--- config.mk ---
export PLATFORM = sky130hd
export DESIGN_NAME = zoom_row_calc
export DESIGN_NICKNAME = d
export VERILOG_FILES = /design/src/hw/obj_pkg.sv /design/src/hw/zoom_row_calc.sv
export SDC_FILE = /design/constraint.sdc
export NUM_CORES = 1
export LEC_CHECK = 0
export BUFFER_PORTS_ARGS = -buffer_cell sky130_fd_sc_hd__buf_4
export CAP_MARGIN = 20
export CELL_PAD_IN_SITES_DETAIL_PLACEMENT = 1
export CELL_PAD_IN_SITES_GLOBAL_PLACEMENT = 1
export CORE_MARGIN = 2
export CORE_UTILIZATION = 41
export DETAILED_ROUTE_END_ITERATION = 8
export PLACE_DENSITY_LB_ADDON = 0.3
export SYNTH_ARGS = -nofsm -noshare
export SYNTH_HDL_FRONTEND = slang
export SYNTH_SLANG_ARGS = --single-unit
--- constraint.sdc ---
create_clock -name clk -period 3.7 [get_ports clk]
set_input_delay 0.185 -clock clk [delete_from_list [all_inputs] [get_ports clk]]
set_output_delay 0.185 -clock clk [all_outputs]
set_load 0.01 [all_outputs]
--- src/hw/obj_pkg.sv ---
package obj_pkg;

    // tile geometry
    localparam int TILE_SIZE = 16;
    localparam int PIXEL_BITS = 6;

    // framebuffer word layout, four 16-bit pixels per word
    localparam int LANES = 4;
    localparam int FB_WORD_BITS = 64;
    localparam int LANE_BITS = FB_WORD_BITS / LANES;

    // 8 line bits then 7 word-column bits
    localparam int FB_ADDR_BITS = 15;

    // 20 pixel slots per destination row leave room for an x shift of 3
    localparam int ROW_WORDS = 5;
    localparam int ROW_SLOTS = ROW_WORDS * LANES;

    // ROM words per tile
    localparam int BURST_4BPP = 16;
    localparam int BURST_6BPP = 32;

    // zoom byte of zero means full size
    localparam logic [8:0] ZOOM_FULL = 9'h100;

    typedef union packed {
        // four 4bpp groups of four nibbles
        logic [3:0][3:0][3:0] nib4;
        // two 6bpp groups, high pixel bits in 16..23, low nibbles in 0..15
        logic [1:0][31:0] grp6;
    } tile_rom_word_t;

endpackage

--- src/hw/zoom_row_calc.sv ---
`timescale 1ns/100ps

module zoom_row_calc (
    input  logic clk,
    input  logic reset,
    input  logic start,
    input  logic [7:0] zoom,
    output logic ready,
    output logic [4:0] count,
    output logic [obj_pkg::TILE_SIZE-1:0] advance
);
    import obj_pkg::*;

    logic [8:0] step;
    logic [8:0] accum;
    logic [8:0] accum_next;
    logic [4:0] index;
    logic running;

    assign accum_next = accum + step;

    always_ff @(posedge clk) begin
        if (reset) begin
            ready <= 1'b0;
            running <= 1'b0;
        end else if (start) begin
            step <= (zoom == 8'd0) ? ZOOM_FULL : {1'b0, ~zoom};
            accum <= '0;
            index <= '0;
            count <= '0;
            advance <= '0;
            ready <= 1'b0;
            running <= 1'b1;
        end else if (running) begin
            if (index[4]) begin
                ready <= 1'b1;
                running <= 1'b0;
            end else begin
                accum <= accum_next;
                index <= index + 5'd1;
                // destination line moves on after this source row
                if (accum_next[8] != accum[8]) begin
                    advance[index[3:0]] <= 1'b1;
                    count <= count + 5'd1;
                end
            end
        end
    end

endmodule

==> summary.txt <==
Critical path
  • Worst setup startpoint: step[0]
  • Critical Path RT: 3.69 ns
  • CP max-delay cell: fa_1
  • Peak fanout along the critical path: 21
  • Most frequent CP cell: a211oi_1
  • Crit-path cells: ha_1 -> fa_1 -> a211oi_1 -> o2111a_1 -> a211oi_1 -> a21boi_2 -> buf_4
  • CP top delay family: compound AO/OA/AOI/OAI gates
  • Max incr delay on CP: roughly 0.44 ns
  • R2r worst-path depth: 7
  • Worst R2R End: advance[9]
  • CP Data Arrival Time: roughly 2.5 ns
  • Crit Reg-Reg Startpoint: step[0]
  • Type of the worst setup path: flip-flop to flip-flop
  • CP Buf/Inv Count: 1
  • Crit. End Element: flip-flop
  • Slack of the worst reg-to-reg path: 1.21 ns
  • Startpoint Class: flip-flop

CTS
  • # hold bufs at CTS: 0
  • Worst skew pair latency: 0.30 ns
  • Clock H-tree levels: 2
  • TritonCTS clock tree: built
  • CTS buffer count: 5
  • Sink Count: 45
  • Root Driver: clkbuf_8
  • Max clock buf depth: 2
  • Setup bufs post-CTS: 0
  • Post-CTS Resized: 0
  • CTS clk-pin slew, worst paths: 0.08 ns

Power and ir drop
  • Net Sw Frac: 24.36%
  • Gate power share: 15.6%
  • Share of power burned in registers: 53.6%
  • Pwr dens: around 440 nW/um2
  • Clock power share: 30.7%
  • Leakage power: around 1.0 nW
  • NetSw: 0.2832 mW
  • Internal power: 0.8795 mW
  • Peak VDD IR: ~240 uV

Global route
  • Global-route wire length before repair: 7955 um
  • Initial antenna violation count: 0
  • Vias in the first global route: around 1700
  • Largest net degree at the start of global routing: 40
  • Grt total ovfl: 0
  • All-Layer GR Usage: 16.99%

STA
  • Slew HR: between 40% and 50%
  • Fin. Hold Viols: 0
  • Final critical-path setup slack: 1.211 ns
  • Setup TNS Final: 0 ns
  • Worst-margin pin slew: a little under 0.8 ns
  • Final Skew: 0.01014 ns
  • Tmin final: 2.489 ns
  • FMAX: 401.8 MHz
  • Final setup fails: 0
  • Hold Slack: 0.09464 ns
  • Unrepaired setup endpoints after global routing: false
  • Final worst path period share: 67.27%
  • Final Max Slew Viols: 0

Finish
  • Share of cells above drive strength 1: between 20% and 30%
  • Final Cell Area: 2631 um2
  • Final net count: around 240
  • Final Util: 51.19%
  • Area grow syn2layout: 19.49%
  • Filler cells: 572
  • Antenna diodes: 0

Worst hold path
  • Hold path endpoint: running
  • HP Start: reset
  • Hold Crit Class: input port to flip-flop
  • Worst Hold Depth: 2

Routing
  • DR WL/cell: 16.39 um
  • Pre-Repair DR Iteration Count: 4
  • DR vias/cell: 5.388
  • Routed Antenna Nets: 0
  • DR vias: 1541
  • DRC Markers: 0
  • Routed wire length: 4687 um
  • DR iter-0 viols: 77

Synthesis
  • Count of cell types in the netlist: 37
  • Synth Cell Area: 2202 um2
  • Synth Flop Type: edfxtp_1
  • Largest area contributor in the netlist: edfxtp_1
  • Synth async-reset ratio: 0%
  • Number of synthesized flops with an enable pin: 43
  • Avg Inst Size Synth: 12.10 um2
  • Seq cells post-synth: 45
  • Largest cells by area after synthesis: edfxtp_1 59%, ha_1 7.4%, nor2_1 6.5%
  • Count leader, synth: edfxtp_1
  • Gate Count Post-Synth: 182
  • Seq/Total Area, Yosys: 60.45%
  • Commonest cells post-synth: 43 x edfxtp_1, 38 x nor2_1, 17 x a21oi_1
  • Post-synth top area share: 58.64%
  • Yosys warns: 0
  • Synth Net Count: 207

Floorplanning
  • Die Y: 77.29 um
  • Starting density of the core: 42.84%
  • Die area: between 5000 and 6000 um2
  • Core region area: between 5000 and 6000 um2
  • Row Count: 26
  • Die width: 77.29 um
  • IO Pins: 33

Place
  • Placed cell area: 2527 um2
  • GPL Wtd Cong: 0.8369
  • DPL Wire Length: roughly 3300 um
  • IO buf count: 32
  • Pre-CTS setup slack: 1.256 ns

Run status
  • Status: completed

Job
  • Max-Cap Viols: 0
## stage by stage
stage	std cells	total power, mW
3_3_place_gp	279	0.8047
6_report	286	1.163
3_5_place_dp	279	0.8168
2_1_floorplan	182	0.7471
5_1_grt	286	1.213
4_1_cts	286	1.171
## sequential cells by signal, indices dropped and copies added (netlist names)
register  count
count         5
advance      16
step          9
index         5
ready         1
accum         8
running       1
## cell type report
class | instances | area, um2 | area share, %
Clock buffer | 5 | 68.82 | 2.615
Inverter | 4 | 15.01 | 0.5706
Sequential cell | 45 | 1331 | 50.59
Timing Repair Buffer | 34 | 255.2 | 9.700
Clock inverter | 2 | 35.03 | 1.331
Tap cell | 70 | 87.58 | 3.329
Multi-Input combinational cell | 126 | 838.3 | 31.86
## power by group through the flow
stage	registers, mW	clock network (mW)	logic, mW
after CTS	0.624	0.363	0.184
after detailed placement	0.635	0	0.182
after global placement	0.632	0	0.173
final	0.623	0.357	0.182
after global routing	0.629	0.380	0.205
after floorplan	0.633	0	0.114
## layout by cell type, fill, tap and decap left out, drive strengths merged
cell    count
inv         4
nand4b      1
fa          1
a21oi      17
nand3       3
buf        34
clkinv      1
dfxtp       2
mux2        1
nand2b      1
xnor2       4
o2111a      1
a21o        2
or4         2
o31a        1
o21ai       2
nor3b       1
a211oi      4
and3        1
a31oi       5
nor2       39
and2        1
ha         13
nor3        4
nand3b      1
clkbuf      5
bufinv      1
o211ai      2
xor2        5
a311o       1
o311ai      1
or3         1
o22a        1
o21a        2
edfxtp     43
a21boi      1
nor2b       7
## cell families (layout without fill, tap and decap cells)
family	Yosys count	in the layout	share of synthesized area, %
AO/OA/AOI/OAI	40	40	11.65
XOR/XNOR	9	9	3.579
adder cells (fa/ha/maj)	14	14	8.296
buffers and inverters	11	45	1.875
flip-flops	45	45	60.45
multiplexers	1	1	0.5113
AND/OR/NAND/NOR	62	62	13.64
## worst max-delay path by stage
stage	endpoint	slack [ns]	cells past startpoint
finish	advance[9]	1.21	7
global route	advance[1]	1.01	7
CTS	count[0]	1.19	7
detailed placement	advance[2]	1.26	7
global placement	advance[0]	1.32	7
floorplan	advance[0]	0.03	3
## per-layer routing
metal | vias to the layer above | track usage (%) | routed length [um] | share of wire [%]
li1 | 738 | - | - | -
met4 | 0 | 5.357 | 67 | 1.4
met3 | 7 | 4.235 | 189 | 4.0
met5 | - | 0 | 0 | 0
met2 | 36 | 30.09 | 2469 | 53
met1 | 760 | 20.20 | 1961 | 42
No activity file was read; power rests on OpenSTA's default activity.
