[config.mk]
export PLATFORM = sky130hd
export DESIGN_NAME = tile_pixel_store
export DESIGN_NICKNAME = d
export VERILOG_FILES = /design/src/hw/obj_pkg.sv /design/src/hw/tile_pixel_store.sv
export SDC_FILE = /design/constraint.sdc
export NUM_CORES = 2
export LEC_CHECK = 0
export BUFFER_PORTS_ARGS = -buffer_cell sky130_fd_sc_hd__buf_2
export CORE_MARGIN = 5
export CORE_UTILIZATION = 62
export CTS_CLUSTER_SIZE = 20
export DETAILED_ROUTE_END_ITERATION = 10
export PLACE_DENSITY = 0.79
export SETUP_SLACK_MARGIN = 0.4
export SLEW_MARGIN = 20
export SYNTH_ARGS = -nofsm -noshare
export SYNTH_HDL_FRONTEND = slang
export SYNTH_SLANG_ARGS = --single-unit
[constraint.sdc]
create_clock -name clk -period 4.75 [get_ports clk]
set_input_delay 0 -clock clk [delete_from_list [all_inputs] [get_ports clk]]
set_output_delay 0 -clock clk [all_outputs]
set_load 0.005 [all_outputs]
[src/hw/obj_pkg.sv]
package obj_pkg;

    // tile geometry
    localparam int TILE_SIZE = 16;
    localparam int PIXEL_BITS = 6;

    // framebuffer word layout, four 16-bit pixels per word
    localparam int LANES = 4;
    localparam int FB_WORD_BITS = 64;
    localparam int LANE_BITS = FB_WORD_BITS / LANES;

    // 8 line bits then 7 word-column bits
    localparam int FB_ADDR_BITS = 15;

    // 20 pixel slots per destination row leave room for an x shift of 3
    localparam int ROW_WORDS = 5;
    localparam int ROW_SLOTS = ROW_WORDS * LANES;

    // ROM words per tile
    localparam int BURST_4BPP = 16;
    localparam int BURST_6BPP = 32;

    // zoom byte of zero means full size
    localparam logic [8:0] ZOOM_FULL = 9'h100;

    typedef union packed {
        // four 4bpp groups of four nibbles
        logic [3:0][3:0][3:0] nib4;
        // two 6bpp groups, high pixel bits in 16..23, low nibbles in 0..15
        logic [1:0][31:0] grp6;
    } tile_rom_word_t;

endpackage

[src/hw/tile_pixel_store.sv]
`timescale 1ns/100ps

module tile_pixel_store (
    input  logic clk,
    input  logic reset,
    input  logic start,
    input  logic bpp6,
    input  logic load,
    input  obj_pkg::tile_rom_word_t din,
    input  logic [3:0] row_sel,
    output logic load_complete,
    output logic [obj_pkg::TILE_SIZE-1:0][obj_pkg::PIXEL_BITS-1:0] row_pixels
);
    import obj_pkg::*;

    logic [PIXEL_BITS-1:0] pix [TILE_SIZE*TILE_SIZE];
    logic [TILE_SIZE-1:0][PIXEL_BITS-1:0] word_pix;
    logic [TILE_SIZE-1:0][PIXEL_BITS-1:0] dec_pix;
    logic [7:0] dec_base;
    logic [4:0] burst_idx;
    logic burst_end;
    logic filling;
    logic dec_valid;
    logic dec_last;

    assign burst_end = bpp6 ? (burst_idx == 5'(BURST_6BPP - 1))
                            : (burst_idx == 5'(BURST_4BPP - 1));

    // 6bpp low nibbles come in the order 2, 3, 0, 1 within a group
    always_comb begin
        word_pix = '0;
        if (bpp6) begin
            for (int g = 0; g < 2; g++) begin
                for (int j = 0; j < 4; j++) begin
                    word_pix[g*4 + j] = {din.grp6[g][16 + 2*j +: 2],
                                         din.grp6[g][4*(j ^ 2) +: 4]};
                end
            end
        end else begin
            for (int g = 0; g < 4; g++) begin
                for (int n = 0; n < 4; n++) begin
                    word_pix[g*4 + n] = {2'b00, din.nib4[g][n]};
                end
            end
        end
    end

    always_ff @(posedge clk) begin
        if (reset) begin
            burst_idx <= '0;
            filling <= 1'b0;
            dec_valid <= 1'b0;
            dec_last <= 1'b0;
            load_complete <= 1'b0;
        end else if (start) begin
            burst_idx <= '0;
            filling <= 1'b1;
            dec_valid <= 1'b0;
            dec_last <= 1'b0;
            load_complete <= 1'b0;
        end else begin
            dec_valid <= load && filling;
            dec_last <= load && filling && burst_end;
            if (load && filling) begin
                burst_idx <= burst_idx + 5'd1;
                if (burst_end) begin
                    filling <= 1'b0;
                end
            end
            if (dec_last) begin
                load_complete <= 1'b1;
            end
        end
    end

    // decoded word is written one cycle after it is taken
    always_ff @(posedge clk) begin
        dec_pix <= word_pix;
        dec_base <= bpp6 ? {burst_idx, 3'b000} : {burst_idx[3:0], 4'b0000};
        if (dec_valid) begin
            for (int k = 0; k < TILE_SIZE; k++) begin
                if (k < TILE_SIZE / 2 || !bpp6) begin
                    pix[dec_base + 8'(k)] <= dec_pix[k];
                end
            end
        end
    end

    always_comb begin
        for (int c = 0; c < TILE_SIZE; c++) begin
            row_pixels[c] = pix[{row_sel, 4'(c)}];
        end
    end

endmodule

==> impl_metrics.tcl <==
set metrics [dict create \
    synthTopCellsByArea "edfxtp_1 38%, dfxtp_1 15%, mux4_2 13%" \
    drt.antenna.violating_nets 0 \
    cp.required_ns 5.18 \
    layout-drive-gt1-share 0.2086 \
    dp.cells 8227 \
    syn-cell-area_um2 81150 \
    rsz0062_at_grt "no" \
    power.leakage_nw 36.44 \
    multiInputGateArea_um2 35630 \
    power.density_nw_per_um2 347.0 \
    clock_latency_ns 0.83 \
    path_common_cell "buf_4" \
    yosys_most_used_dff "edfxtp_1" \
    setup_viol 0 \
    critical-path-top-delay-family "compound AO/OA/AOI/OAI gates" \
    grt_overflow 0 \
    grt_pass1_wl_um 414500 \
    maxCapViolCount 0 \
    yosysWarnings 0 \
    synth_top_area_frac 0.3789 \
    dp_slack_ns 0.8723 \
    core_um2 129800 \
    clock_skew_ns 0.03296 \
    worst-path-max-fanout 32 \
    synth-seq-cells 1630 \
    wirelength_um 288000 \
    dp_hpwl_um 172400 \
    place_area_um2 83770 \
    cts_tree "done" \
    path_clk_slew_ns 0.07 \
    max-slew-margin-rel 0.1721 \
    num_rows 132 \
    final_util 0.6965 \
    crit_buf_inv 2 \
    via_per_inst 7.367 \
    drc 0 \
    worst_hold_slack_ns 0.03775 \
    wl_per_cell_um 33.20 \
    arrival_ns 4.52 \
    final.setup.tns_ns 0 \
    critical_path_class "flip-flop to flip-flop" \
    cts_buffers 165 \
    stdcell_count 8675 \
    gp_congestion 0.9525 \
    worstPathCellList "ha_1, a21boi_1, a32o_1, buf_4, o21ai_4, buf_4, nand2_2" \
    async_reset_ff_frac 0 \
    firstDrtPassIters 9 \
    hold_violations 0 \
    drtIter0Drc 11293 \
    max-vdd-ir-drop_mv 0.3244 \
    cts_resized 0 \
    initial_core_util 0.6251 \
    synthToLayoutAreaGrowth_pct 11.42 \
    cts_setup_buffers 0 \
    period_share 0.8608 \
    fp.dieW_um 371.8 \
    clock_path_buffers 3 \
    endpoint_kind "flip-flop" \
    htreeDepth 4 \
    final_cell_mix "1538 x a21oi_1, 1072 x nand2_1, 1024 x edfxtp_1" \
    avgSynthCellArea_um2 11.90 \
    final_common_cell "a21oi_1" \
    yosysUniqueCellTypes 47 \
    syn_nets 6896 \
    min_path_type "input pin to flip-flop" \
    ys_seq_area_frac 0.5284 \
    dieArea_um2 138200 \
    post-route-min-period_ns 4.089 \
    slowest_delay_ns 0.83 \
    yosys.area.top_type "edfxtp_1" \
    fin_ws_ns 0.6612 \
    syn_inst 6821 \
    stdcell_area_um2 90420 \
    p_total_mw 31.37 \
    route.vias.total 63913 \
    nNetsFinal 6868 \
    portBuffers 169 \
    timing.final.max_slew_violations 0 \
    cts_hold_buf 139 \
    grt.total_usage 0.4091 \
    die_h_um 371.8 \
    layout.area.seq_um2 42900 \
    worstMarginPinSlew_ns 1.242 \
    grt_pass1_vias 62720 \
    worstSetupStartpointType "flip-flop" \
    antenna_found_initial 19 \
    num_io_pins 170 \
    grt_max_degree 81 \
    cts.sinks 1630 \
    cp_slowest_cell "dfxtp_1" \
    status "finished clean" \
    synth_edf_count 1024 \
    fmax_mhz 244.6 \
    fillers 8856 \
    cts-root-buf "clkbuf_16" \
]
## sequential cells by signal, indices dropped and copies added (netlist names)
register and cells:
burst_idx 5, load_complete 1, dec_valid 1, dec_pix 80, filling 1, pix 1536
dec_last 1, dec_base 5
## metal layers
metal	wire [um]	global-route usage	up-vias
met4	22530	0.2617	22
met1	92310	0.5209	30985
met5	175	0	-
met3	49390	0.1514	1376
met2	123600	0.5937	6363
li1	-	-	25167
## worst register-to-register path, stage by stage (launching register included)
cell and delay (ns):
dfxtp_1 0.83, ha_1 0.45, a21boi_1 0.39, a32o_1 0.53, buf_4 0.28, o21ai_4 0.07, buf_4 0.32, nand2_2 0.77
## final timing paths
kind | endpoint | slack (ns) | from | cells after the start
worst max-delay path | pix[234][1]$_DFFE_PP_ | 0.66 | dec_base[4]$_DFF_P_ | 7
worst max register to register | pix[234][1]$_DFFE_PP_ | 0.66 | dec_base[4]$_DFF_P_ | 7
worst min register to register | load_complete$_SDFFE_PP0P_ | 0.45 | dec_last$_SDFF_PP0_ | 2
worst min-delay path | dec_pix[38]$_DFF_P_ | 0.04 | din[34] | 3
## power by group
| part | total (mW) | switching (mW) | internal [mW] | leakage [nW] |
|---|---|---|---|---|
| sequential | 15.5 | 0.252 | 15.2 | 14.1 |
| combinational | 2.93 | 1.80 | 1.13 | 19.8 |
| clock | 12.9 | 5.72 | 7.23 | 2.53 |
## cell type report
| cell class | instances | share of cell area |
|---|---|---|
| Antenna cell | 7 | 0.0001937 |
| Multi-Input combinational cell | 4399 | 0.3940 |
| Inverter | 33 | 0.001370 |
| Timing Repair Buffer | 564 | 0.04830 |
| Tap cell | 1742 | 0.02411 |
| Clock inverter | 57 | 0.005937 |
| Clock buffer | 243 | 0.05155 |
| Sequential cell | 1630 | 0.4745 |
## Yosys cell counts (all sizes together) (3+ instances only)
cell	instances
a21oi	1563
mux2i	896
nand4b	4
and2	37
edfxtp	1024
dfxtp	606
mux4	480
nor3	6
xor2	5
inv	33
nor4bb	5
buf	314
nand2	1096
clkbuf	445
and4b	4
nor2b	36
mux2	164
o21ai	32
xnor2	3
nand4	3
nor2	37
## cells by family (layout without fill, tap and decap cells)
| logic type | Yosys count | count (layout) | share of synthesized area |
|---|---|---|---|
| fa+ha+maj | 2 | 2 | 0.0003083 |
| other cells | 0 | 7 | 0 |
| buf+inv | 792 | 897 | 0.04229 |
| flops | 1630 | 1630 | 0.5284 |
| mux | 1540 | 1540 | 0.2665 |
| xor+xnor | 8 | 8 | 0.0009560 |
| simple gates | 1243 | 1243 | 0.06195 |
| compound gates | 1606 | 1606 | 0.09955 |
(Power assumes the default switching activity.)
