[config.mk]
export PLATFORM = sky130hd
export DESIGN_NAME = zoom_col_calc
export DESIGN_NICKNAME = d
export VERILOG_FILES = /design/src/hw/obj_pkg.sv /design/src/hw/zoom_col_calc.sv
export SDC_FILE = /design/constraint.sdc
export NUM_CORES = 1
export LEC_CHECK = 0
export BUFFER_PORTS_ARGS = -buffer_cell sky130_fd_sc_hd__buf_4
export CAP_MARGIN = 20
export CORE_MARGIN = 1
export CORE_UTILIZATION = 50
export DETAILED_ROUTE_END_ITERATION = 16
export HOLD_SLACK_MARGIN = 0.12
export PLACE_DENSITY = 0.82
export SLEW_MARGIN = 20
export SYNTH_ARGS = -nofsm -noshare
export SYNTH_HDL_FRONTEND = slang
export SYNTH_SLANG_ARGS = --single-unit
[constraint.sdc]
create_clock -name clk -period 3.52 [get_ports clk]
set_clock_uncertainty 0.1 [all_clocks]
set_input_delay 0.176 -clock clk [delete_from_list [all_inputs] [get_ports clk]]
set_output_delay 0.176 -clock clk [all_outputs]
set_load 0.02 [all_outputs]
[src/hw/obj_pkg.sv]
package obj_pkg;

    // tile geometry
    localparam int TILE_SIZE = 16;
    localparam int PIXEL_BITS = 6;

    // framebuffer word layout, four 16-bit pixels per word
    localparam int LANES = 4;
    localparam int FB_WORD_BITS = 64;
    localparam int LANE_BITS = FB_WORD_BITS / LANES;

    // 8 line bits then 7 word-column bits
    localparam int FB_ADDR_BITS = 15;

    // 20 pixel slots per destination row leave room for an x shift of 3
    localparam int ROW_WORDS = 5;
    localparam int ROW_SLOTS = ROW_WORDS * LANES;

    // ROM words per tile
    localparam int BURST_4BPP = 16;
    localparam int BURST_6BPP = 32;

    // zoom byte of zero means full size
    localparam logic [8:0] ZOOM_FULL = 9'h100;

    typedef union packed {
        // four 4bpp groups of four nibbles
        logic [3:0][3:0][3:0] nib4;
        // two 6bpp groups, high pixel bits in 16..23, low nibbles in 0..15
        logic [1:0][31:0] grp6;
    } tile_rom_word_t;

endpackage

[src/hw/zoom_col_calc.sv]
`timescale 1ns/100ps

module zoom_col_calc (
    input  logic clk,
    input  logic reset,
    input  logic start,
    input  logic [7:0] zoom,
    output logic ready,
    output logic [4:0] count,
    output logic [obj_pkg::TILE_SIZE-1:0] valid,
    output logic [obj_pkg::TILE_SIZE-1:0][3:0] indices
);
    import obj_pkg::*;

    logic [8:0] step;
    logic [8:0] accum;
    logic [8:0] accum_next;
    logic [4:0] index;
    logic running;

    assign accum_next = accum + step;

    always_ff @(posedge clk) begin
        if (reset) begin
            ready <= 1'b0;
            running <= 1'b0;
        end else if (start) begin
            step <= (zoom == 8'd0) ? ZOOM_FULL : {1'b0, ~zoom};
            accum <= '0;
            index <= '0;
            count <= '0;
            valid <= '0;
            ready <= 1'b0;
            running <= 1'b1;
        end else if (running) begin
            if (index[4]) begin
                // all 16 source columns stepped
                ready <= 1'b1;
                running <= 1'b0;
            end else begin
                accum <= accum_next;
                index <= index + 5'd1;
                // a carry into bit 8 keeps this column
                if (accum_next[8] != accum[8]) begin
                    valid[count[3:0]] <= 1'b1;
                    indices[count[3:0]] <= index[3:0];
                    count <= count + 5'd1;
                end
            end
        end
    end

endmodule

==> results by group, run 1 <==
Run status
  – Outcome: finished, final reports clean

Clock tree
  – Sink Count: 110
  – Clock Root Buffer: clkbuf_8
  – H-tree depth: 3
  – Worst-skew pair later-pin latency: 0.37 ns
  – Max Root-Sink Buffers: 2
  – TritonCTS clock tree: yes
  – Clock-pin transition on the worst setup and hold timing paths: 0.10 ns
  – Total CTS buffers: 9
  – Post-CTS setup repair buffer count: 0

Timing
  – F_max: 320.5 MHz
  – Relative slew slack: 46.31%
  – Final Critical Period: 3.120 ns
  – Final worst setup slack: 0.4003 ns
  – Hold WS: 0.1622 ns
  – Final hold violation count: 0
  – RSZ-0062 raised after global routing: no
  – Final setup fails: 0
  – Least-Margin Pin Slew: 0.8010 ns
  – Final period util: 88.63%
  – Setup TNS: 0 ns
  – Max-slew violation count: 0

Placed design
  – Routability congestion estimate: 0.7462
  – DP HPWL: 5.948 mm
  – I/O Buffers: 96
  – Setup WS pre-CTS: 0.1473 ns

Critical path
  – Worst setup path end: valid[9]
  – Critical path endpoint category: register
  – WP data required: 3.47 ns
  – FF-to-FF path depth: 7
  – Reg-to-reg startpoint: step[0]
  – Setup crit start kind: register
  – CP Class: reg2reg
  – Worst reg-to-reg setup slack: 0.40 ns
  – Worst EP arrival: 3.07 ns
  – CP Max Fanout: 21
  – Worst R2R End: valid[9]
  – Worst setup startpoint: step[0]

Pwr
  – LEAKAGE: 2.042 nW
  – Power Density: 467.3 mW/mm^2
  – VDD IR-drop max: 0.2523 mV
  – Final Power: 2.583 mW

Route
  – DRC viols: 0
  – 1st-pass router iterations: 4
  – Initial detailed-routing violation count: 182
  – DRT Wirelength: 9.098 mm
  – Antenna viol nets, final: 0
  – DR WL/cell: 17.80 um
  – Vias/cell: 5.515
  – Via count: 2818

Logic synthesis
  – Top cells by area, synth: edfxtp_1 75%, ha_1 3.7%, nor2_1 3.1%, a21oi_1 2.8%, nor3_1 2.4%
  – Syn Nets: 314
  – Ys async rst share: 0%
  – Register area share after synthesis: 75.45%
  – Netlist cell types: 33
  – EDFF count, synth: 108
  – Post-Syn Area: 0.004352 mm^2
  – Flops & latches, synth: 110
  – Ys flop type: edfxtp_1
  – Synth Warn #: 0
  – Mapped Cells: 289
  – Avg Synthesized Cell Area: 15.06 um^2
  – Synth area leader: edfxtp_1
  – Post-synth top area share: 74.53%

Global routing
  – Global route overflow: 0
  – Initial antenna violation count: 0
  – GRT Util Overall: 21.11%
  – Largest net degree at the start of global routing: 38
  – Number of global-route vias before repair: 2807
  – First-pass GRT wire length: 13.99 mm

Floorplan
  – Die width: 95.29 um
  – IO Count: 97
  – Initial core utilization: 52.43%
  – Cell row count: 33
  – Die Height: 95.29 um
  – Die ar.: 0.009080 mm^2
  – Core ar.: 0.008299 mm^2

Cells and area
  – Ant. Diodes: 0
  – Share of cells above drive strength 1: 29.06%
  – Area Growth Syn to Fin: 27.03%
  – Nets: 426
  – Fillers: 586

Run
  – Max_cap viols: 0

Worst hold path
  – Worst hold path type: in2reg
==> final cells by class <==
cell class                 instances  area, um^2  share of cell area [%]
inverter                           9       33.78                  0.6111
clock inverter                     6       76.32                   1.381
clock buffer                      10       127.6                   2.309
timing repair buffer             112       878.3                   15.89
sequential                       110        3283                   59.39
tap                              105       131.4                   2.377
multi-input combinational        159       997.2                   18.04
==> worst max-delay path: stages (launching register included) <==
cell       delay, ns
edfxtp_1        0.38
ha_1            0.25
fa_1            0.46
a211oi_2        0.33
o211ai_1        0.13
a2bb2oi_2       0.27
xor2_4          0.52
o22ai_4         0.35
==> worst min path at each step <==
stage,to,slack [ns],cells after the start,startpoint
after floorplan,running,0.15,1,reset
after global placement,running,0.32,2,reset
after detailed placement,ready,0.33,2,reset
after CTS,ready,0.16,2,start
after global routing,count[0],0.19,2,start
final,ready,0.16,2,start
==> per-stage QoR <==
step,area [um^2],cells,utilization [%]
after floorplan,4352,289,-
after global placement,5162,480,62.20
after global routing,5528,511,66.61
after CTS,5517,511,66.47
final,5528,511,66.61
after detailed placement,5162,480,62.20
==> state kept, by name (all words and copies together) (netlist names) <==
name and count:
index 5, ready 1, indices 64, valid 16, accum 9, count 5
running 1, step 9
==> synth_stat cells (all sizes together), types with 3 or more instances <==
cell	instances
xor2	8
clkbuf	8
nand2	13
buf	3
xnor2	4
ha	13
o211ai	3
o21ai	6
nor2b	6
nand3	7
a211oi	3
nor2	37
a21oi	24
edfxtp	108
nor3	22
inv	9
==> report_power, final <==
group | switching (mW) | internal, mW
Clock | 0.437 | 0.344
Sequential | 0.0388 | 1.49
Combinational | 0.169 | 0.108
Total | 0.645 | 1.94
==> metal layers <==
metal / GRT usage (%) / vias to the layer above / part of all wire [%]
li1: - / 1295 / -
met1: 25.37 / 1371 / 39
met2: 37.56 / 135 / 51
met3: 4.306 / 17 / 8.2
met4: 7.449 / 0 / 1.6
met5: 0 / - / 0
==> kinds of logic (layout without fill, tap and decap cells) <==
group / Yosys count / after routing / synth area share [%]
fa+ha+maj: 14 / 14 / 4.198
simple gates: 91 / 91 / 9.805
xor+xnor: 12 / 12 / 2.588
buf+inv: 20 / 137 / 1.898
compound gates: 42 / 42 / 6.067
flops: 110 / 110 / 75.45
==> repair_timing <==
action | in CTS | in global routing
gates resized for setup | 0 | 1
hold buffers | 15 | 0
endpoints found under the setup margin | 0 | 6
endpoints found under the hold margin | 12 | 0
==> cells in the final DEF (no fill, tap or decap), drive strengths merged, types with 2 or more instances in the layout <==
cell type | netlist | routed
dlygate4sd3 | 0 | 15
a21o | 2 | 2
buf | 3 | 97
xnor2 | 4 | 4
ha | 13 | 13
clkbuf | 8 | 10
a211oi | 3 | 3
dfxtp | 2 | 2
xor2 | 8 | 8
inv | 9 | 13
nor2b | 6 | 6
o21ai | 6 | 6
nor3 | 22 | 22
nor2 | 37 | 37
a21oi | 24 | 24
or4 | 2 | 2
o211ai | 3 | 3
nand3 | 7 | 7
nand2 | 13 | 13
edfxtp | 108 | 108
Power figures use the tool's default switching activity.
==> run 2: changes to the inputs <==
--- a/config.mk
+++ b/config.mk
@@ -5,7 +5,7 @@
 export SDC_FILE = /design/constraint.sdc
 export NUM_CORES = 1
 export LEC_CHECK = 0
-export BUFFER_PORTS_ARGS = -buffer_cell sky130_fd_sc_hd__buf_4
+export BUFFER_PORTS_ARGS = -buffer_cell sky130_fd_sc_hd__buf_2
 export CAP_MARGIN = 20
 export CORE_MARGIN = 1
 export CORE_UTILIZATION = 50
==> results by group, run 2 (same netlist as run 1, synthesis figures left out) <==
Floorplan
  – Die Height: 95.29 um
  – IO Count: 97
  – Cell row count: 33
  – Core ar.: 0.008299 mm^2
  – Initial core utilization: 52.43%
  – Die ar.: 0.009080 mm^2
  – Die width: 95.29 um

Cells and area
  – Register area: 0.003283 mm^2
  – Fillers: 617
  – Multi-input logic area: 997.2 um^2
  – Commonest non-fill, non-tap cell in the layout: edfxtp_1
  – Share of cells above drive strength 1: 29.17%
  – Highest-count cells in the layout ignoring fill and taps: 108 x edfxtp_1, 96 x buf_2, 36 x nor2_1, 24 x a21oi_1, 21 x nor3_1
  – Ant. Diodes: 0
  – Nets: 428
  – Post-route cell area: 0.005291 mm^2
  – Area Growth Syn to Fin: 21.59%
  – Max reg flops: 64

Critical path
  – Bufs and invs on worst path: 0
  – Worst path slowest cell: o22ai_4
  – WP data required: 3.43 ns
  – Critical path endpoint category: register
  – CP Class: reg2reg
  – Worst EP arrival: 3.04 ns
  – Delay-heaviest family, CP: compound AO/OA/AOI/OAI gates
  – Setup crit start kind: register
  – CP Max Fanout: 21
  – Max incr delay on CP: 0.58 ns
  – Cell Chain, Critical Path: ha_1 -> fa_1 -> a211oi_2 -> o211ai_1 -> a2bb2oi_2 -> xor2_4 -> o22ai_4

Clock tree
  – Clock-pin transition on the worst setup and hold timing paths: 0.11 ns
  – Worst-skew pair later-pin latency: 0.37 ns
  – Sink Count: 110
  – H-tree depth: 3
  – Clock Root Buffer: clkbuf_8
  – Total CTS buffers: 9
  – Max Root-Sink Buffers: 2
  – TritonCTS clock tree: yes
  – Post-CTS setup repair buffer count: 0

Route
  – Initial detailed-routing violation count: 141
  – Antenna viol nets, final: 0
  – 1st-pass router iterations: 5
  – Via count: 2797
  – DRC viols: 0
  – DRT Wirelength: 8.784 mm
  – Vias/cell: 5.452
  – DR WL/cell: 17.12 um

Timing
  – Final worst setup slack: 0.3857 ns
  – Final hold violation count: 0
  – Setup TNS: 0 ns
  – F_max: 319.1 MHz
  – RSZ-0062 raised after global routing: no
  – Least-Margin Pin Slew: 0.8319 ns
  – Hold WS: 0.2874 ns
  – Final setup fails: 0
  – Max-slew violation count: 0
  – Final Critical Period: 3.134 ns
  – Relative slew slack: 44.34%
  – Final period util: 89.04%

Global routing
  – GRT Util Overall: 20.48%
  – Initial antenna violation count: 0
  – First-pass GRT wire length: 13.63 mm
  – Number of global-route vias before repair: 2761
  – Largest net degree at the start of global routing: 38
  – Global route overflow: 0

Pwr
  – VDD IR-drop max: 0.2806 mV
  – Power Density: 474.9 mW/mm^2
  – LEAKAGE: 1.963 nW

Placed design
  – Routability congestion estimate: 0.7695
  – I/O Buffers: 96
  – DP HPWL: 5.950 mm
  – Setup WS pre-CTS: 0.1603 ns
  – Dpl cell area: 0.004930 mm^2

Run status
  – Outcome: finished, final reports clean

Run
  – Max_cap viols: 0

Worst hold path
  – Worst hold path type: in2reg
==> run 2: through the flow <==
step / std cells / power (mW) / utilization [%]
4_1_cts: 513 / 2.517 / 63.62
5_1_grt: 513 / 2.600 / 63.76
6_report: 513 / 2.513 / 63.76
3_3_place_gp: 481 / 1.791 / 59.40
3_5_place_dp: 481 / 1.796 / 59.40
2_1_floorplan: 289 / 1.725 / -
==> run 2: metal layers <==
metal	GRT usage (%)	vias up	share of wire [%]
met4	7.323	0	1.3
met1	26.50	1371	39
met3	3.429	10	8.3
met2	34.88	122	51
met5	0	-	0
li1	-	1294	-
==> run 2: report_power, final <==
| group | internal [mW] | switching, mW | total (mW) |
|---|---|---|---|
| sequential | 1.49 | 0.0379 | 1.52 |
| combinational | 0.0969 | 0.166 | 0.263 |
| clock | 0.274 | 0.452 | 0.726 |
| total | 1.86 | 0.656 | 2.51 |
==> run 2: cell type report <==
cell class,instances,share of cell area [%]
flip-flops and latches,110,62.05
multi-input cells,159,18.85
repair buffers,114,12.39
well taps,105,2.483
clock buffers,9,2.341
clock inverters,7,1.253
inverters,9,0.6384
==> run 2: path summary, 6_finish.rpt <==
path | from | endpoint | slack (ns) | cells after the start
worst min register to register | ready | ready | 0.42 | 2
worst min-delay path | start | ready | 0.29 | 2
worst max register to register | step[0] | count[0] | 0.39 | 7
worst max-delay path | step[0] | count[0] | 0.39 | 7
==> run 2: timing repair <==
action	4_1_cts	5_1_grt
setup endpoints to repair	0	21
endpoints found under the hold margin	12	0
resized for setup	0	1
hold buffers	16	0
==> run 3: changes to the inputs <==
--- a/config.mk
+++ b/config.mk
@@ -7,7 +7,7 @@
 export LEC_CHECK = 0
 export BUFFER_PORTS_ARGS = -buffer_cell sky130_fd_sc_hd__buf_2
 export CAP_MARGIN = 20
-export CORE_MARGIN = 1
+export CORE_MARGIN = 1.5
 export CORE_UTILIZATION = 50
 export DETAILED_ROUTE_END_ITERATION = 16
 export HOLD_SLACK_MARGIN = 0.12
==> results by group, run 3 (same netlist as run 1, synthesis figures left out) <==
Worst hold path
  – HP Start: start
  – Worst hold path type: in2reg

Critical path
  – Max incr delay on CP: 0.59 ns
  – CP Max Fanout: 21
  – Worst setup startpoint: step[0]
  – Cell Chain, Critical Path: ha_1 -> fa_1 -> a211oi_2 -> o211ai_1 -> a2bb2oi_2 -> xor2_4 -> o22ai_4
  – Worst path slowest cell: o22ai_4
  – Reg-to-reg startpoint: step[0]
  – CP Class: reg2reg
  – Critical path endpoint category: register
  – Bufs and invs on worst path: 0
  – Delay-heaviest family, CP: compound AO/OA/AOI/OAI gates
  – WP data required: 3.42 ns
  – Worst EP arrival: 3.07 ns
  – Setup crit start kind: register

Route
  – DRC viols: 0
  – Antenna viol nets, final: 0
  – Initial detailed-routing violation count: 142
  – 1st-pass router iterations: 4
  – DRT Wirelength: 8.865 mm
  – Via count: 2729
  – DR WL/cell: 17.28 um
  – Vias/cell: 5.320

Timing
  – Setup TNS: 0 ns
  – Final Critical Period: 3.168 ns
  – RSZ-0062 raised after global routing: no
  – F_max: 315.7 MHz
  – Max-slew violation count: 0
  – Final setup fails: 0
  – Final period util: 90.00%
  – Relative slew slack: 47.45%
  – Final hold violation count: 0
  – Least-Margin Pin Slew: 0.7853 ns

Clock tree
  – Max Root-Sink Buffers: 2
  – Clock-pin transition on the worst setup and hold timing paths: 0.10 ns
  – TritonCTS clock tree: yes
  – Clock Root Buffer: clkbuf_8
  – Worst-skew pair later-pin latency: 0.37 ns
  – Post-CTS setup repair buffer count: 0
  – Total CTS buffers: 9
  – H-tree depth: 3
  – Sink Count: 110

Floorplan
  – Die width: 96.29 um
  – Cell row count: 33
  – IO Count: 97
  – Core ar.: 0.008341 mm^2
  – Die ar.: 0.009272 mm^2
  – Die Height: 96.29 um
  – Initial core utilization: 52.18%

Cells and area
  – Max reg flops: 64
  – Share of cells above drive strength 1: 29.17%
  – Post-Route Utilization: 63.44%
  – Nets: 428
  – Area Growth Syn to Fin: 21.59%
  – Highest-count cells in the layout ignoring fill and taps: 108 x edfxtp_1, 96 x buf_2, 36 x nor2_1, 24 x a21oi_1, 21 x nor3_1
  – Commonest non-fill, non-tap cell in the layout: edfxtp_1
  – Ant. Diodes: 0

Global routing
  – Global route overflow: 0
  – Initial antenna violation count: 0
  – First-pass GRT wire length: 13.66 mm
  – Largest net degree at the start of global routing: 38
  – Number of global-route vias before repair: 2699
  – GRT Util Overall: 20.03%

Run
  – Max_cap viols: 0

Pwr
  – Power Density: 474.3 mW/mm^2
  – LEAKAGE: 1.963 nW
  – Final Power: 2.510 mW
  – VDD IR-drop max: 0.2639 mV

Placed design
  – Routability congestion estimate: 0.7454
  – I/O Buffers: 96
  – DP HPWL: 5.926 mm

Run status
  – Outcome: finished, final reports clean
==> run 3: changes by cell type in the layout (fill, tap and decap cells not counted) <==
cell      change
clkbuf_1      +1
clkinv_1      -1
clkinv_4      -1
inv_6         +1
==> run 3: worst reg2reg max path: cells and delay by family, from the launching register on <==
| family | cells | cell delay (ns) |
|---|---|---|
| xor+xnor | 1 | 0.24 |
| compound gates | 4 | 1.36 |
| fa+ha+maj | 2 | 0.70 |
| flops | 1 | 0.40 |
==> run 3: layout make-up <==
class	instances	area, um^2
flip-flops and latches	110	3283
repair buffers	114	655.6
fillers	636	3049
well taps	105	131.4
clock buffers	10	127.6
inverters	9	33.78
multi-input cells	159	997.2
clock inverters	6	62.56
==> run 3: repair_timing <==
item,in CTS,in global routing
endpoints found under the setup margin,0,21
gates resized for setup,0,1
hold endpoints to repair,11,0
hold buffers,16,0
==> run 3: worst paths after layout <==
check	endpoint	slack [ns]	depth (start not counted)
hold / removal	accum[5]	0.31	2
hold reg to reg	ready	0.46	2
setup reg to reg	valid[10]	0.35	7
setup / recovery	valid[10]	0.35	7
==> run 3: power breakdown <==
group / internal [mW] / switching, mW
combinational: 0.0971 / 0.166
sequential: 1.49 / 0.0383
clock: 0.278 / 0.445
==> run 3: metal layers <==
| metal | vias to the layer above | GRT usage [%] | share of wire [%] | wire [um] |
|---|---|---|---|---|
| li1 | 1297 | - | - | - |
| met1 | 1323 | 25.19 | 43 | 3829 |
| met2 | 102 | 34.57 | 49 | 4379 |
| met3 | 7 | 5.450 | 6.6 | 586 |
| met4 | 0 | 4.831 | 0.79 | 70 |
| met5 | - | 0 | 0 | 0 |
==> run 3: per-stage QoR <==
stage                     cell area [um^2]  setup slack (ns)  hold slack (ns)  instances
after CTS                             5280            0.1324           0.2878        513
final                                 5291            0.3521           0.3088        513
after floorplan                       4352            0.6838           0.1484        289
after global routing                  5291            0.1861           0.3256        513
after detailed placement              4930            0.1591           0.3662        481
after global placement                4930            0.1872           0.3656        481
